**config.mk**
```make
export PLATFORM = sky130hd
export DESIGN_NAME = cpuControl
export DESIGN_NICKNAME = d
export VERILOG_FILES = /design/src/common/legv8_defines.svh /design/src/common/isaPkg.sv /design/src/source/cpuControl.sv
export SDC_FILE = /design/constraint.sdc
export NUM_CORES = 1
export LEC_CHECK = 0
export BUFFER_PORTS_ARGS = -buffer_cell sky130_fd_sc_hd__buf_4
export CAP_MARGIN = 10
export CORE_AREA = 4 4 41 43
export DETAILED_ROUTE_END_ITERATION = 8
export DIE_AREA = 0 0 45 47
export PLACE_DENSITY = 0.6
export SLEW_MARGIN = 20
export SYNTH_ARGS = -nofsm -noshare
export SYNTH_HDL_FRONTEND = slang
export SYNTH_SLANG_ARGS = --single-unit
```
**constraint.sdc**
```tcl
create_clock -name vclk -period 1.44
set_input_delay 0.216 -clock vclk [all_inputs]
set_output_delay 0.216 -clock vclk [all_outputs]
set_load 0.05 [all_outputs]
```
**src/common/legv8_defines.svh**
```systemverilog
`ifndef LEGV8_DEFINES_SVH
`define LEGV8_DEFINES_SVH

// Datapath and APB word width
`define DATA_WIDTH 32
`define INST_WIDTH 32

// Memory depths in words
`define IMEM_DEPTH 64
`define DMEM_DEPTH 64

`define REG_COUNT 32

`define APB_ADDR_WIDTH 12

`endif

```
**src/common/isaPkg.sv**
```systemverilog
package isaPkg;

	typedef enum logic [3:0] {
		OP_LDUR,
		OP_STUR,
		OP_ADD,
		OP_ADDI,
		OP_SUB,
		OP_AND,
		OP_ORR,
		OP_CBZ,
		OP_CBNZ,
		OP_B,
		OP_HALT,
		OP_ILLEGAL
	} opcodeT;

	typedef enum logic [2:0] {
		ALU_ADD   = 3'd0,
		ALU_SUB   = 3'd1,
		ALU_AND   = 3'd2,
		ALU_ORR   = 3'd3,
		ALU_PASSB = 3'd4
	} aluFuncT;

	// Second ALU operand source
	typedef enum logic [1:0] {
		SRC_REG  = 2'b00,
		SRC_DIMM = 2'b01, // 9-bit D-format offset
		SRC_IIMM = 2'b10  // 12-bit I-format immediate
	} aluSrcT;

endpackage

```
**src/source/cpuControl.sv**
```systemverilog
`timescale 1ns/1ps

module cpuControl (
	input  logic [10:0]      opField,
	output isaPkg::opcodeT   opcode,
	output logic             reg2Loc,
	output logic             uncondBranch,
	output logic             branchZero,
	output logic             branchNonZero,
	output logic             memRead,
	output logic             memToReg,
	output logic             memWrite,
	output logic             regWriteEn,
	output isaPkg::aluSrcT   aluSrc,
	output isaPkg::aluFuncT  aluFunc,
	output logic             illegal
);
	import isaPkg::*;

	always_comb begin
		opcode = OP_ILLEGAL;
		reg2Loc = 1'b0;
		uncondBranch = 1'b0;
		branchZero = 1'b0;
		branchNonZero = 1'b0;
		memRead = 1'b0;
		memToReg = 1'b0;
		memWrite = 1'b0;
		regWriteEn = 1'b0;
		aluSrc = SRC_REG;
		aluFunc = ALU_ADD;
		illegal = 1'b0;
		if (opField == 11'b11111000010) begin // LDUR
			opcode = OP_LDUR;
			memRead = 1'b1;
			memToReg = 1'b1;
			aluSrc = SRC_DIMM;
			regWriteEn = 1'b1;
		end else if (opField == 11'b11111000000) begin // STUR
			opcode = OP_STUR;
			reg2Loc = 1'b1; // Rt on read port B
			memWrite = 1'b1;
			aluSrc = SRC_DIMM;
		end else if (opField == 11'b10001011000) begin
			opcode = OP_ADD;
			regWriteEn = 1'b1;
		end else if (opField[10:1] == 10'b1001000100) begin
			opcode = OP_ADDI;
			aluSrc = SRC_IIMM;
			regWriteEn = 1'b1;
		end else if (opField == 11'b11001011000) begin
			opcode = OP_SUB;
			aluFunc = ALU_SUB;
			regWriteEn = 1'b1;
		end else if (opField == 11'b10001010000) begin
			opcode = OP_AND;
			aluFunc = ALU_AND;
			regWriteEn = 1'b1;
		end else if (opField == 11'b10101010000) begin
			opcode = OP_ORR;
			aluFunc = ALU_ORR;
			regWriteEn = 1'b1;
		end else if (opField[10:3] == 8'b10110100) begin
			opcode = OP_CBZ;
			reg2Loc = 1'b1;
			branchZero = 1'b1;
			aluFunc = ALU_PASSB; // Test Rt through the ALU
		end else if (opField[10:3] == 8'b10110101) begin
			opcode = OP_CBNZ;
			reg2Loc = 1'b1;
			branchNonZero = 1'b1;
			aluFunc = ALU_PASSB;
		end else if (opField[10:5] == 6'b000101) begin
			opcode = OP_B;
			uncondBranch = 1'b1;
			aluFunc = ALU_PASSB;
		end else if (opField == 11'b11111111111) begin
			opcode = OP_HALT;
		end else begin
			illegal = 1'b1;
		end
	end

endmodule

```
==> results.md, run 1 <==
- Final Wtd Congestion: 0.884
- # port buffers: 29
- Err: [ERROR DPL-0038] Utilization greater than 100%, impossible to legalize
- Die H: 47 um
- Synth Cell Area: 352 um^2
- Mapped Cells: 54
- Register area share after synthesis: 0
- Pre-CTS WS: -0.343 ns
- Hpwl dp: 1.30 mm
- Worst ep type: output port
- Die X: 45 um
- Outcome: aborted with a tool error
- Core Rows: 13
- Stop stage: 5_1_grt
- GRT repair_timing worst endpoint: opcode[0]
- Synthesized area per cell: 6.51 um^2
- Syn_nets: 65
- Placed instance area: 855 um^2
- Post-synthesis cell type count: 25
- YS warnings: 0
- Largest net degree at the start of global routing: 6
- Starting Density: 0.270
- I/O pin cnt: 29
- Hold-fix buffers, CTS: 0
Yosys cell counts (all sizes together), types with 2 or more instances:
master	count	area, um^2
nor2	8	30.0
nand2	7	26.3
nand3	5	30.0
a21oi	4	20.0
inv	4	15.0
nand3b	3	22.5
nor3	3	15.0
nor4	3	40.0
o211ai	3	22.5
and4	2	17.5
nor4b	2	23.8
kinds of logic after synthesis:
logic type	Yosys count	synth area share
simple gates	38	0.712
compound gates	11	0.224
buf+inv	5	0.0641
timing repair:
action | 4_1_cts
buffers inserted | 9
pin swaps | 20
resized for setup | 57
setup endpoints to repair | 17
per-stage QoR:
step,util,instances
after detailed placement,0.657,123
after CTS,0.887,131
after floorplan,-,54
after global placement,0.657,123
==> run 2, diff against run 1 <==
Settings changed: CORE_AREA 4 4 41 43 to 4 4 65 67, DIE_AREA 0 0 45 47 to 0 0 69 71, PLACE_DENSITY 0.6 to not set, PLACE_DENSITY_LB_ADDON set to 0.15.
==> run 2 against run 1 <==
Against the previous run:
- the flow now finishes, with violations (negative setup slack)
- area after synthesis unchanged
- synthesized cell count stayed put
==> results.md, run 2 <==
- Internal power: 0.0950 mW
- Crit path arrival time: 1.47 ns
- First-pass GRT wire length: 3.10 mm
- Sequential cell count: 0
- Fin area: 1270 um^2
- Yosys top cell area share: 0.0854
- Fin. max-slew vios: 0
- Antenna violations before repair: 0
- Register area: 0 um^2
- Outcome: finished with violations
- Clock Buffer Count: 0
- Most common cell on crit path: o211ai_1
- YS warnings: 0
- Synth Cell Area: 352 um^2
- Multi-input gate area: 498 um^2
- Layout area overhead: 261%
- Worst EP required: 1.22 ns
- Crit path launch type: primary input
- Placed instance area: 911 um^2
- Die ar.: 4900 um^2
- Post-synthesis cell type count: 25
- Pre-antenna DRT Iters: 3
- Die H: 71 um
- Ranking of synthesized cells by area: nor2_1, nand2_1, nand3b_1
- Vias in the first global route: 678
- Grt total ovfl: 0
- Crit Path Max Fanout: 5
- Leakage power: 0.541 nW
- Slew headroom: 0.790
- Core Rows: 22
- Layout cells sized above 1: 0.819
- # port buffers: 29
- Crit-path max cell delay: 0.28 ns
- Failing checks: negative setup slack
- Highest clock rate: 0.592 GHz
- Routed wire length: 1.97 mm
- Hold Fails Final Rpt: 0
- Global Route Usage Sum: 0.0740
- Total power: 0.172 mW
- Vias: 645
- Hold-fix buffers, CTS: 0
- Critical path's slowest cell: o211ai_1
- Switching portion of total power: 0.447
- Logic gate share of total power: 1.000
- Register area share after synthesis: 0
- Most frequent cells in the layout: buf_4, buf_6, buf_8
- Max-Cap Viols: 0
- Minimum clock period: 1.69 ns
- Final setup vio count: 12
- Final layout net count: 129
- 1st-iter DRT viols: 7
- PwrDens: 135 nW/um^2
- Syn_nets: 65
- Crit path launch: opField[3]
- Final worst path period share: 1.17
- Routed wire per std cell: 12.0 um
- Non-Filler Instances: 164
- Vias per std cell: 3.93
- Setup WS post-layout: -0.250 ns
- Mapped Cells: 54
- Net Sw Power: 0.0769 mW
- Starting Density: 0.0968
- Sequential power share: 0
- Post-route ant nets: 0
- Worst path cell trace: buf_8 > and3b_1 > o211ai_1 > o211ai_1 > a211oi_4 > buf_6
- # diodes: 0
- Worst slew pin tran: 0.314 ns
- Hold_sp: opField[2]
- Core footprint: 3630 um^2
- Largest net degree at the start of global routing: 6
- DRC: 0
- Setup_tns: -1.49 ns
- Fillers: 393
- Worst min-delay path class: in2out
- Synthesized area per cell: 6.51 um^2
- Final Wtd Congestion: 0.771
- Crit path capture type: output pin
- Synth cell count leaders: nor2_1, nand2_1, a21oi_1, inv_1, nand3_1
- Die X: 69 um
- Hpwl dp: 1.65 mm
- Cell count after placement: 158
- Fin Hold WS: 0.848 ns
- Most common cell after layout, fill and taps aside: buf_4
- Critical path class: in2out
- Clk network pwr share: 0
- Max rail drop VDD: 84.7 uV
- I/O pin cnt: 29
- Most common cell in the netlist: nor2_1
- Largest area contributor in the netlist: nor2_1
- RSZ-0062 raised after global routing: true
run 2: cell counts after synthesis:
Identical to the previous run, type by type.
run 2: metrics by stage:
stage / setup WS (ns) / utilization
2_1_floorplan: -0.272 / -
3_3_place_gp: -0.333 / 0.251
3_5_place_dp: -0.320 / 0.251
4_1_cts: -0.245 / 0.316
5_1_grt: -0.312 / 0.350
6_report: -0.250 / 0.350
run 2: final cells by class:
class                      count  area share
tap                           48      0.0473
inverter                       4      0.0167
multi-input combinational     49       0.392
timing repair buffer          63       0.544
run 2: cells by family after synthesis:
group                  count (synthesis)  synth area share
buffers and inverters                  5            0.0641
AO/OA/AOI/OAI                         11             0.224
AND/OR/NAND/NOR                       38             0.712
run 2: path summary, 6_finish.rpt:
check                        to  slack [ns]  cells past startpoint
worst min-delay path  aluSrc[0]        0.85                      4
worst max-delay path  opcode[0]       -0.25                      6
run 2: critical path, delay by kind of cell:
kind	cells	cell delay [ns]
compound gates	3	0.77
buf+inv	2	0.29
simple gates	1	0.20
run 2: power groups by stage:
stage	Sequential, mW	Clock [mW]	Combinational [mW]
final	0	0	0.172
after global routing	0	0	0.182
after CTS	0	0	0.156
after detailed placement	0	0	0.124
after global placement	0	0	0.124
after floorplan	0	0	0.0374
run 2: routing by layer:
layer,GRT usage,share of wire,up-vias
li1,-,-,335
met1,0.0853,0.43,295
met2,0.156,0.54,15
met3,0.00426,0.030,0
met4,0,0,0
met5,0,0,-
run 2: repair_timing:
item	in CTS	in global routing
resized for setup	55	23
pin swaps	15	14
setup endpoints to repair	17	17
setup buffers	6	6
Note: power is estimated with default switching activity, not from simulation.
==> run 3, diff against run 2 <==
Settings changed: PLACE_DENSITY_LB_ADDON 0.15 to 0.2.
==> run 3 against run 2 <==
Against the previous run:
- the run still ends with negative setup slack left
- sequential share of layout area unchanged
- count of clock-buffer cells in the layout stayed put
- fmax decreased by 0.86%
- wire length shrank 2.4%
- largest cell class unchanged
- highest routed layer unchanged
==> results.md, run 3 (synthesis gave the netlist of run 2 again) <==
- Final worst path period share: 1.18
- Critical path's slowest cell: nor4_4
- Largest net degree at the start of global routing: 7
- Worst path cell trace: buf_12 > nor4_4 > nand3_2 > buf_6 > nor3b_4 > buf_4 > a211oi_4 > buf_6
- Worst path buffer plus inverter count: 4
- I/O pin cnt: 29
- Non-Filler Instances: 169
- Worst min-delay path class: in2out
- Core Rows: 22
- Outcome: finished with violations
- Final setup vio count: 13
- Worst slew pin tran: 0.277 ns
- Die ar.: 4900 um^2
- Most common cell after layout, fill and taps aside: buf_4
- Worst EP required: 1.22 ns
- Hold Fails Final Rpt: 0
- Pre-CTS WS: -0.362 ns
- 1st-iter DRT viols: 6
- Worst path top cell family by delay: simple AND/OR/NAND/NOR gates
- Register area: 0 um^2
- Minimum clock period: 1.71 ns
- Final core occ: 0.362
- Grt total ovfl: 0
- Highest clock rate: 0.586 GHz
- Sequential cell count: 0
- Layout cells sized above 1: 0.818
- Total power: 0.171 mW
- First-pass GRT wire length: 3.22 mm
- Clk network pwr share: 0
- Routed wire length: 1.92 mm
- Vias: 671
- Layout area overhead: 274%
- Logic gate share of total power: 1.000
- Core footprint: 3630 um^2
- Post-route ant nets: 0
- Sequential power share: 0
- Crit Path Max Fanout: 4
- Cell count after placement: 159
- Hold-fix buffers, CTS: 0
- Clock Buffer Count: 0
- Net Sw Power: 0.0761 mW
- PwrDens: 130 nW/um^2
- Max rail drop VDD: 74.6 uV
- Pre-antenna DRT Iters: 3
- Most frequent cells in the layout: buf_4, buf_6, buf_8
- Most common cell on crit path: buf_6
- Starting Density: 0.0968
- Die H: 71 um
- Hpwl dp: 1.58 mm
- Worst hold path stage count: 4
- # port buffers: 29
- Crit path launch type: primary input
- Final Wtd Congestion: 0.770
- Slew headroom: 0.815
- Die X: 69 um
- Crit path capture type: output pin
- Switching portion of total power: 0.444
- Leakage power: 0.570 nW
- Vias in the first global route: 715
- Routed wire per std cell: 11.4 um
- Crit path arrival time: 1.49 ns
- Crit-path max cell delay: 0.31 ns
- Fin Hold WS: 0.843 ns
- Hold_sp: opField[2]
- Multi-input gate area: 509 um^2
- Worst hold path endpoint: aluSrc[0]
- Antenna violations before repair: 0
- Failing checks: negative setup slack
- RSZ-0062 raised after global routing: true
- DRC: 0
- Max-Cap Viols: 0
- Final layout net count: 134
- # diodes: 0
- Setup WS post-layout: -0.265 ns
- Internal power: 0.0954 mW
- Fillers: 364
- Vias per std cell: 3.97
- Fin. max-slew vios: 0
- Critical path class: in2out
- Global Route Usage Sum: 0.0755
[run 3: cell type report]
cell class,count,share of cell area
well taps,48,0.0456
inverters,4,0.0143
repair buffers,68,0.553
multi-input cells,49,0.387
[run 3: worst max path at each step]
stage                      to  depth (start not counted)        from
floorplan            memToReg                          4  opField[5]
global placement    opcode[0]                          6  opField[4]
detailed placement  opcode[0]                          6  opField[4]
CTS                 opcode[0]                          8  opField[0]
global route        opcode[0]                          6  opField[5]
finish              opcode[0]                          8  opField[5]
[run 3: metal layers]
layer	GRT usage	share of wire	vias up
met5	0	0	-
met4	0	0	0
met3	0.00284	0.022	0
met2	0.145	0.52	17
met1	0.0987	0.46	311
li1	-	-	343
[run 3: power groups by stage]
stage | logic [mW] | registers [mW] | clock network, mW
after floorplan | 0.0374 | 0 | 0
after global placement | 0.124 | 0 | 0
after detailed placement | 0.124 | 0 | 0
after CTS | 0.163 | 0 | 0
after global routing | 0.183 | 0 | 0
final | 0.171 | 0 | 0
[run 3: stage by stage]
step | area (um^2) | setup TNS, ns
after floorplan | 434 | -1.54
after global placement | 918 | -3.24
after detailed placement | 918 | -3.29
after CTS | 1210 | -1.79
after global routing | 1320 | -2.74
final | 1320 | -1.78
[run 3: repair_timing]
item / in CTS / in global routing
setup buffers: 9 / 7
endpoints found under the setup margin: 17 / 18
cloned: 0 / 0
gates resized for setup: 59 / 24
pin swaps: 19 / 10
==> run 4, diff against run 3 <==
Settings changed: TNS_END_PERCENT set to 20.
==> run 4 against run 3 <==
Against the previous run:
- the flow still finishes with violations (negative setup slack)
- sequential share of layout area unchanged
- worst setup slack got worse by 0.0028 ns
- combinational power decreased by 9%
- count of clock-buffer cells in the layout is the same
- critical endpoint unchanged
- die area is the same
- final area down 12%
- highest routed layer unchanged
==> results.md, run 4 (synthesis gave the netlist of run 2 again) <==
- Sequential cell count: 0
- Post-route ant nets: 0
- Worst path cell trace: buf_8 > and3b_1 > o211ai_1 > o211ai_1 > a211oi_4 > buf_6
- Crit path launch type: primary input
- RSZ-0062 raised after global routing: true
- Vias in the first global route: 630
- Routed wire length: 1.78 mm
- Non-Filler Instances: 165
- Grt total ovfl: 0
- First-pass GRT wire length: 2.88 mm
- Final worst path period share: 1.19
- Die H: 71 um
- Leakage power: 0.517 nW
- Failing checks: negative setup slack
- Multi-input gate area: 475 um^2
- Crit-path max cell delay: 0.31 ns
- Crit path capture type: output pin
- Hold-fix buffers, CTS: 0
- Antenna violations before repair: 0
- Worst min-delay path class: in2out
- Setup WS post-layout: -0.268 ns
- Final setup vio count: 13
- Core Rows: 22
- # port buffers: 29
- Layout area overhead: 230%
- Layout cells sized above 1: 0.778
- Max rail drop VDD: 65.3 uV
- Pre-antenna DRT Iters: 2
- Most common cell after layout, fill and taps aside: buf_4
- DRC: 0
- Largest net degree at the start of global routing: 7
- Max-Cap Viols: 0
- Starting Density: 0.0968
- Final layout net count: 130
- Outcome: finished with violations
- Crit path arrival time: 1.49 ns
- Fin. max-slew vios: 0
- Global Route Usage Sum: 0.0670
- Fin area: 1160 um^2
- Cell count after placement: 157
- Die ar.: 4900 um^2
- Final Wtd Congestion: 0.737
- Core footprint: 3630 um^2
- Critical path's slowest cell: o211ai_1
- Vias: 652
- Worst path top cell family by delay: compound AO/OA/AOI/OAI gates
- Fillers: 412
- Worst EP required: 1.22 ns
- Most frequent cells in the layout: buf_4, buf_6, nor2_1, buf_8
- Routed wire per std cell: 10.8 um
- Hpwl dp: 1.53 mm
- Most common cell on crit path: o211ai_1
- Die X: 69 um
- Critical path class: in2out
- # diodes: 0
- Worst slew pin tran: 0.326 ns
- Hold Fails Final Rpt: 0
- PwrDens: 134 nW/um^2
- Slew headroom: 0.782
- Fin Hold WS: 0.859 ns
- Register area: 0 um^2
- Setup_tns: -1.97 ns
- Vias per std cell: 3.95
- Clock Buffer Count: 0
- Placed instance area: 895 um^2
- 1st-iter DRT viols: 9
- Highest clock rate: 0.586 GHz
- I/O pin cnt: 29
- Minimum clock period: 1.71 ns
- Worst path buffer plus inverter count: 2
- Crit Path Max Fanout: 6
==> run 4: final timing paths <==
check	start	to	slack, ns	cells past startpoint
setup / recovery	opField[9]	opcode[0]	-0.27	6
hold / removal	opField[2]	aluSrc[0]	0.86	4
==> run 4: final cells by class <==
type | instances | share of cell area
Timing Repair Buffer | 64 | 0.522
Multi-Input combinational cell | 49 | 0.410
Tap cell | 48 | 0.0518
Inverter | 4 | 0.0162
==> run 4: per-stage QoR <==
step | setup WS, ns | total power, mW | util
2_1_floorplan | -0.272 | 0.0365 | -
3_3_place_gp | -0.344 | 0.122 | 0.246
3_5_place_dp | -0.347 | 0.122 | 0.246
4_1_cts | -0.291 | 0.139 | 0.277
5_1_grt | -0.350 | 0.164 | 0.319
6_report | -0.268 | 0.155 | 0.319
==> run 4: power by group <==
part | total, mW | internal, mW | switching (mW)
Sequential | 0 | 0 | 0
Clock | 0 | 0 | 0
Combinational | 0.155 | 0.0826 | 0.0722
Total | 0.155 | 0.0826 | 0.0722
==> run 4: what timing repair did <==
action,4_1_cts,5_1_grt
pin swaps,8,8
gates resized for setup,22,30
setup buffers,4,4
setup endpoints to repair,16,17
hold endpoints to repair,0,0
==> run 4: per-layer routing <==
layer  wire (um)  GRT usage  up-vias  share of wire
li1            -          -      337              -
met1         859     0.0903      299           0.48
met2         855      0.122       16           0.48
met3          67    0.00710        0          0.038
met4           0          0        0              0
met5           0          0        -              0
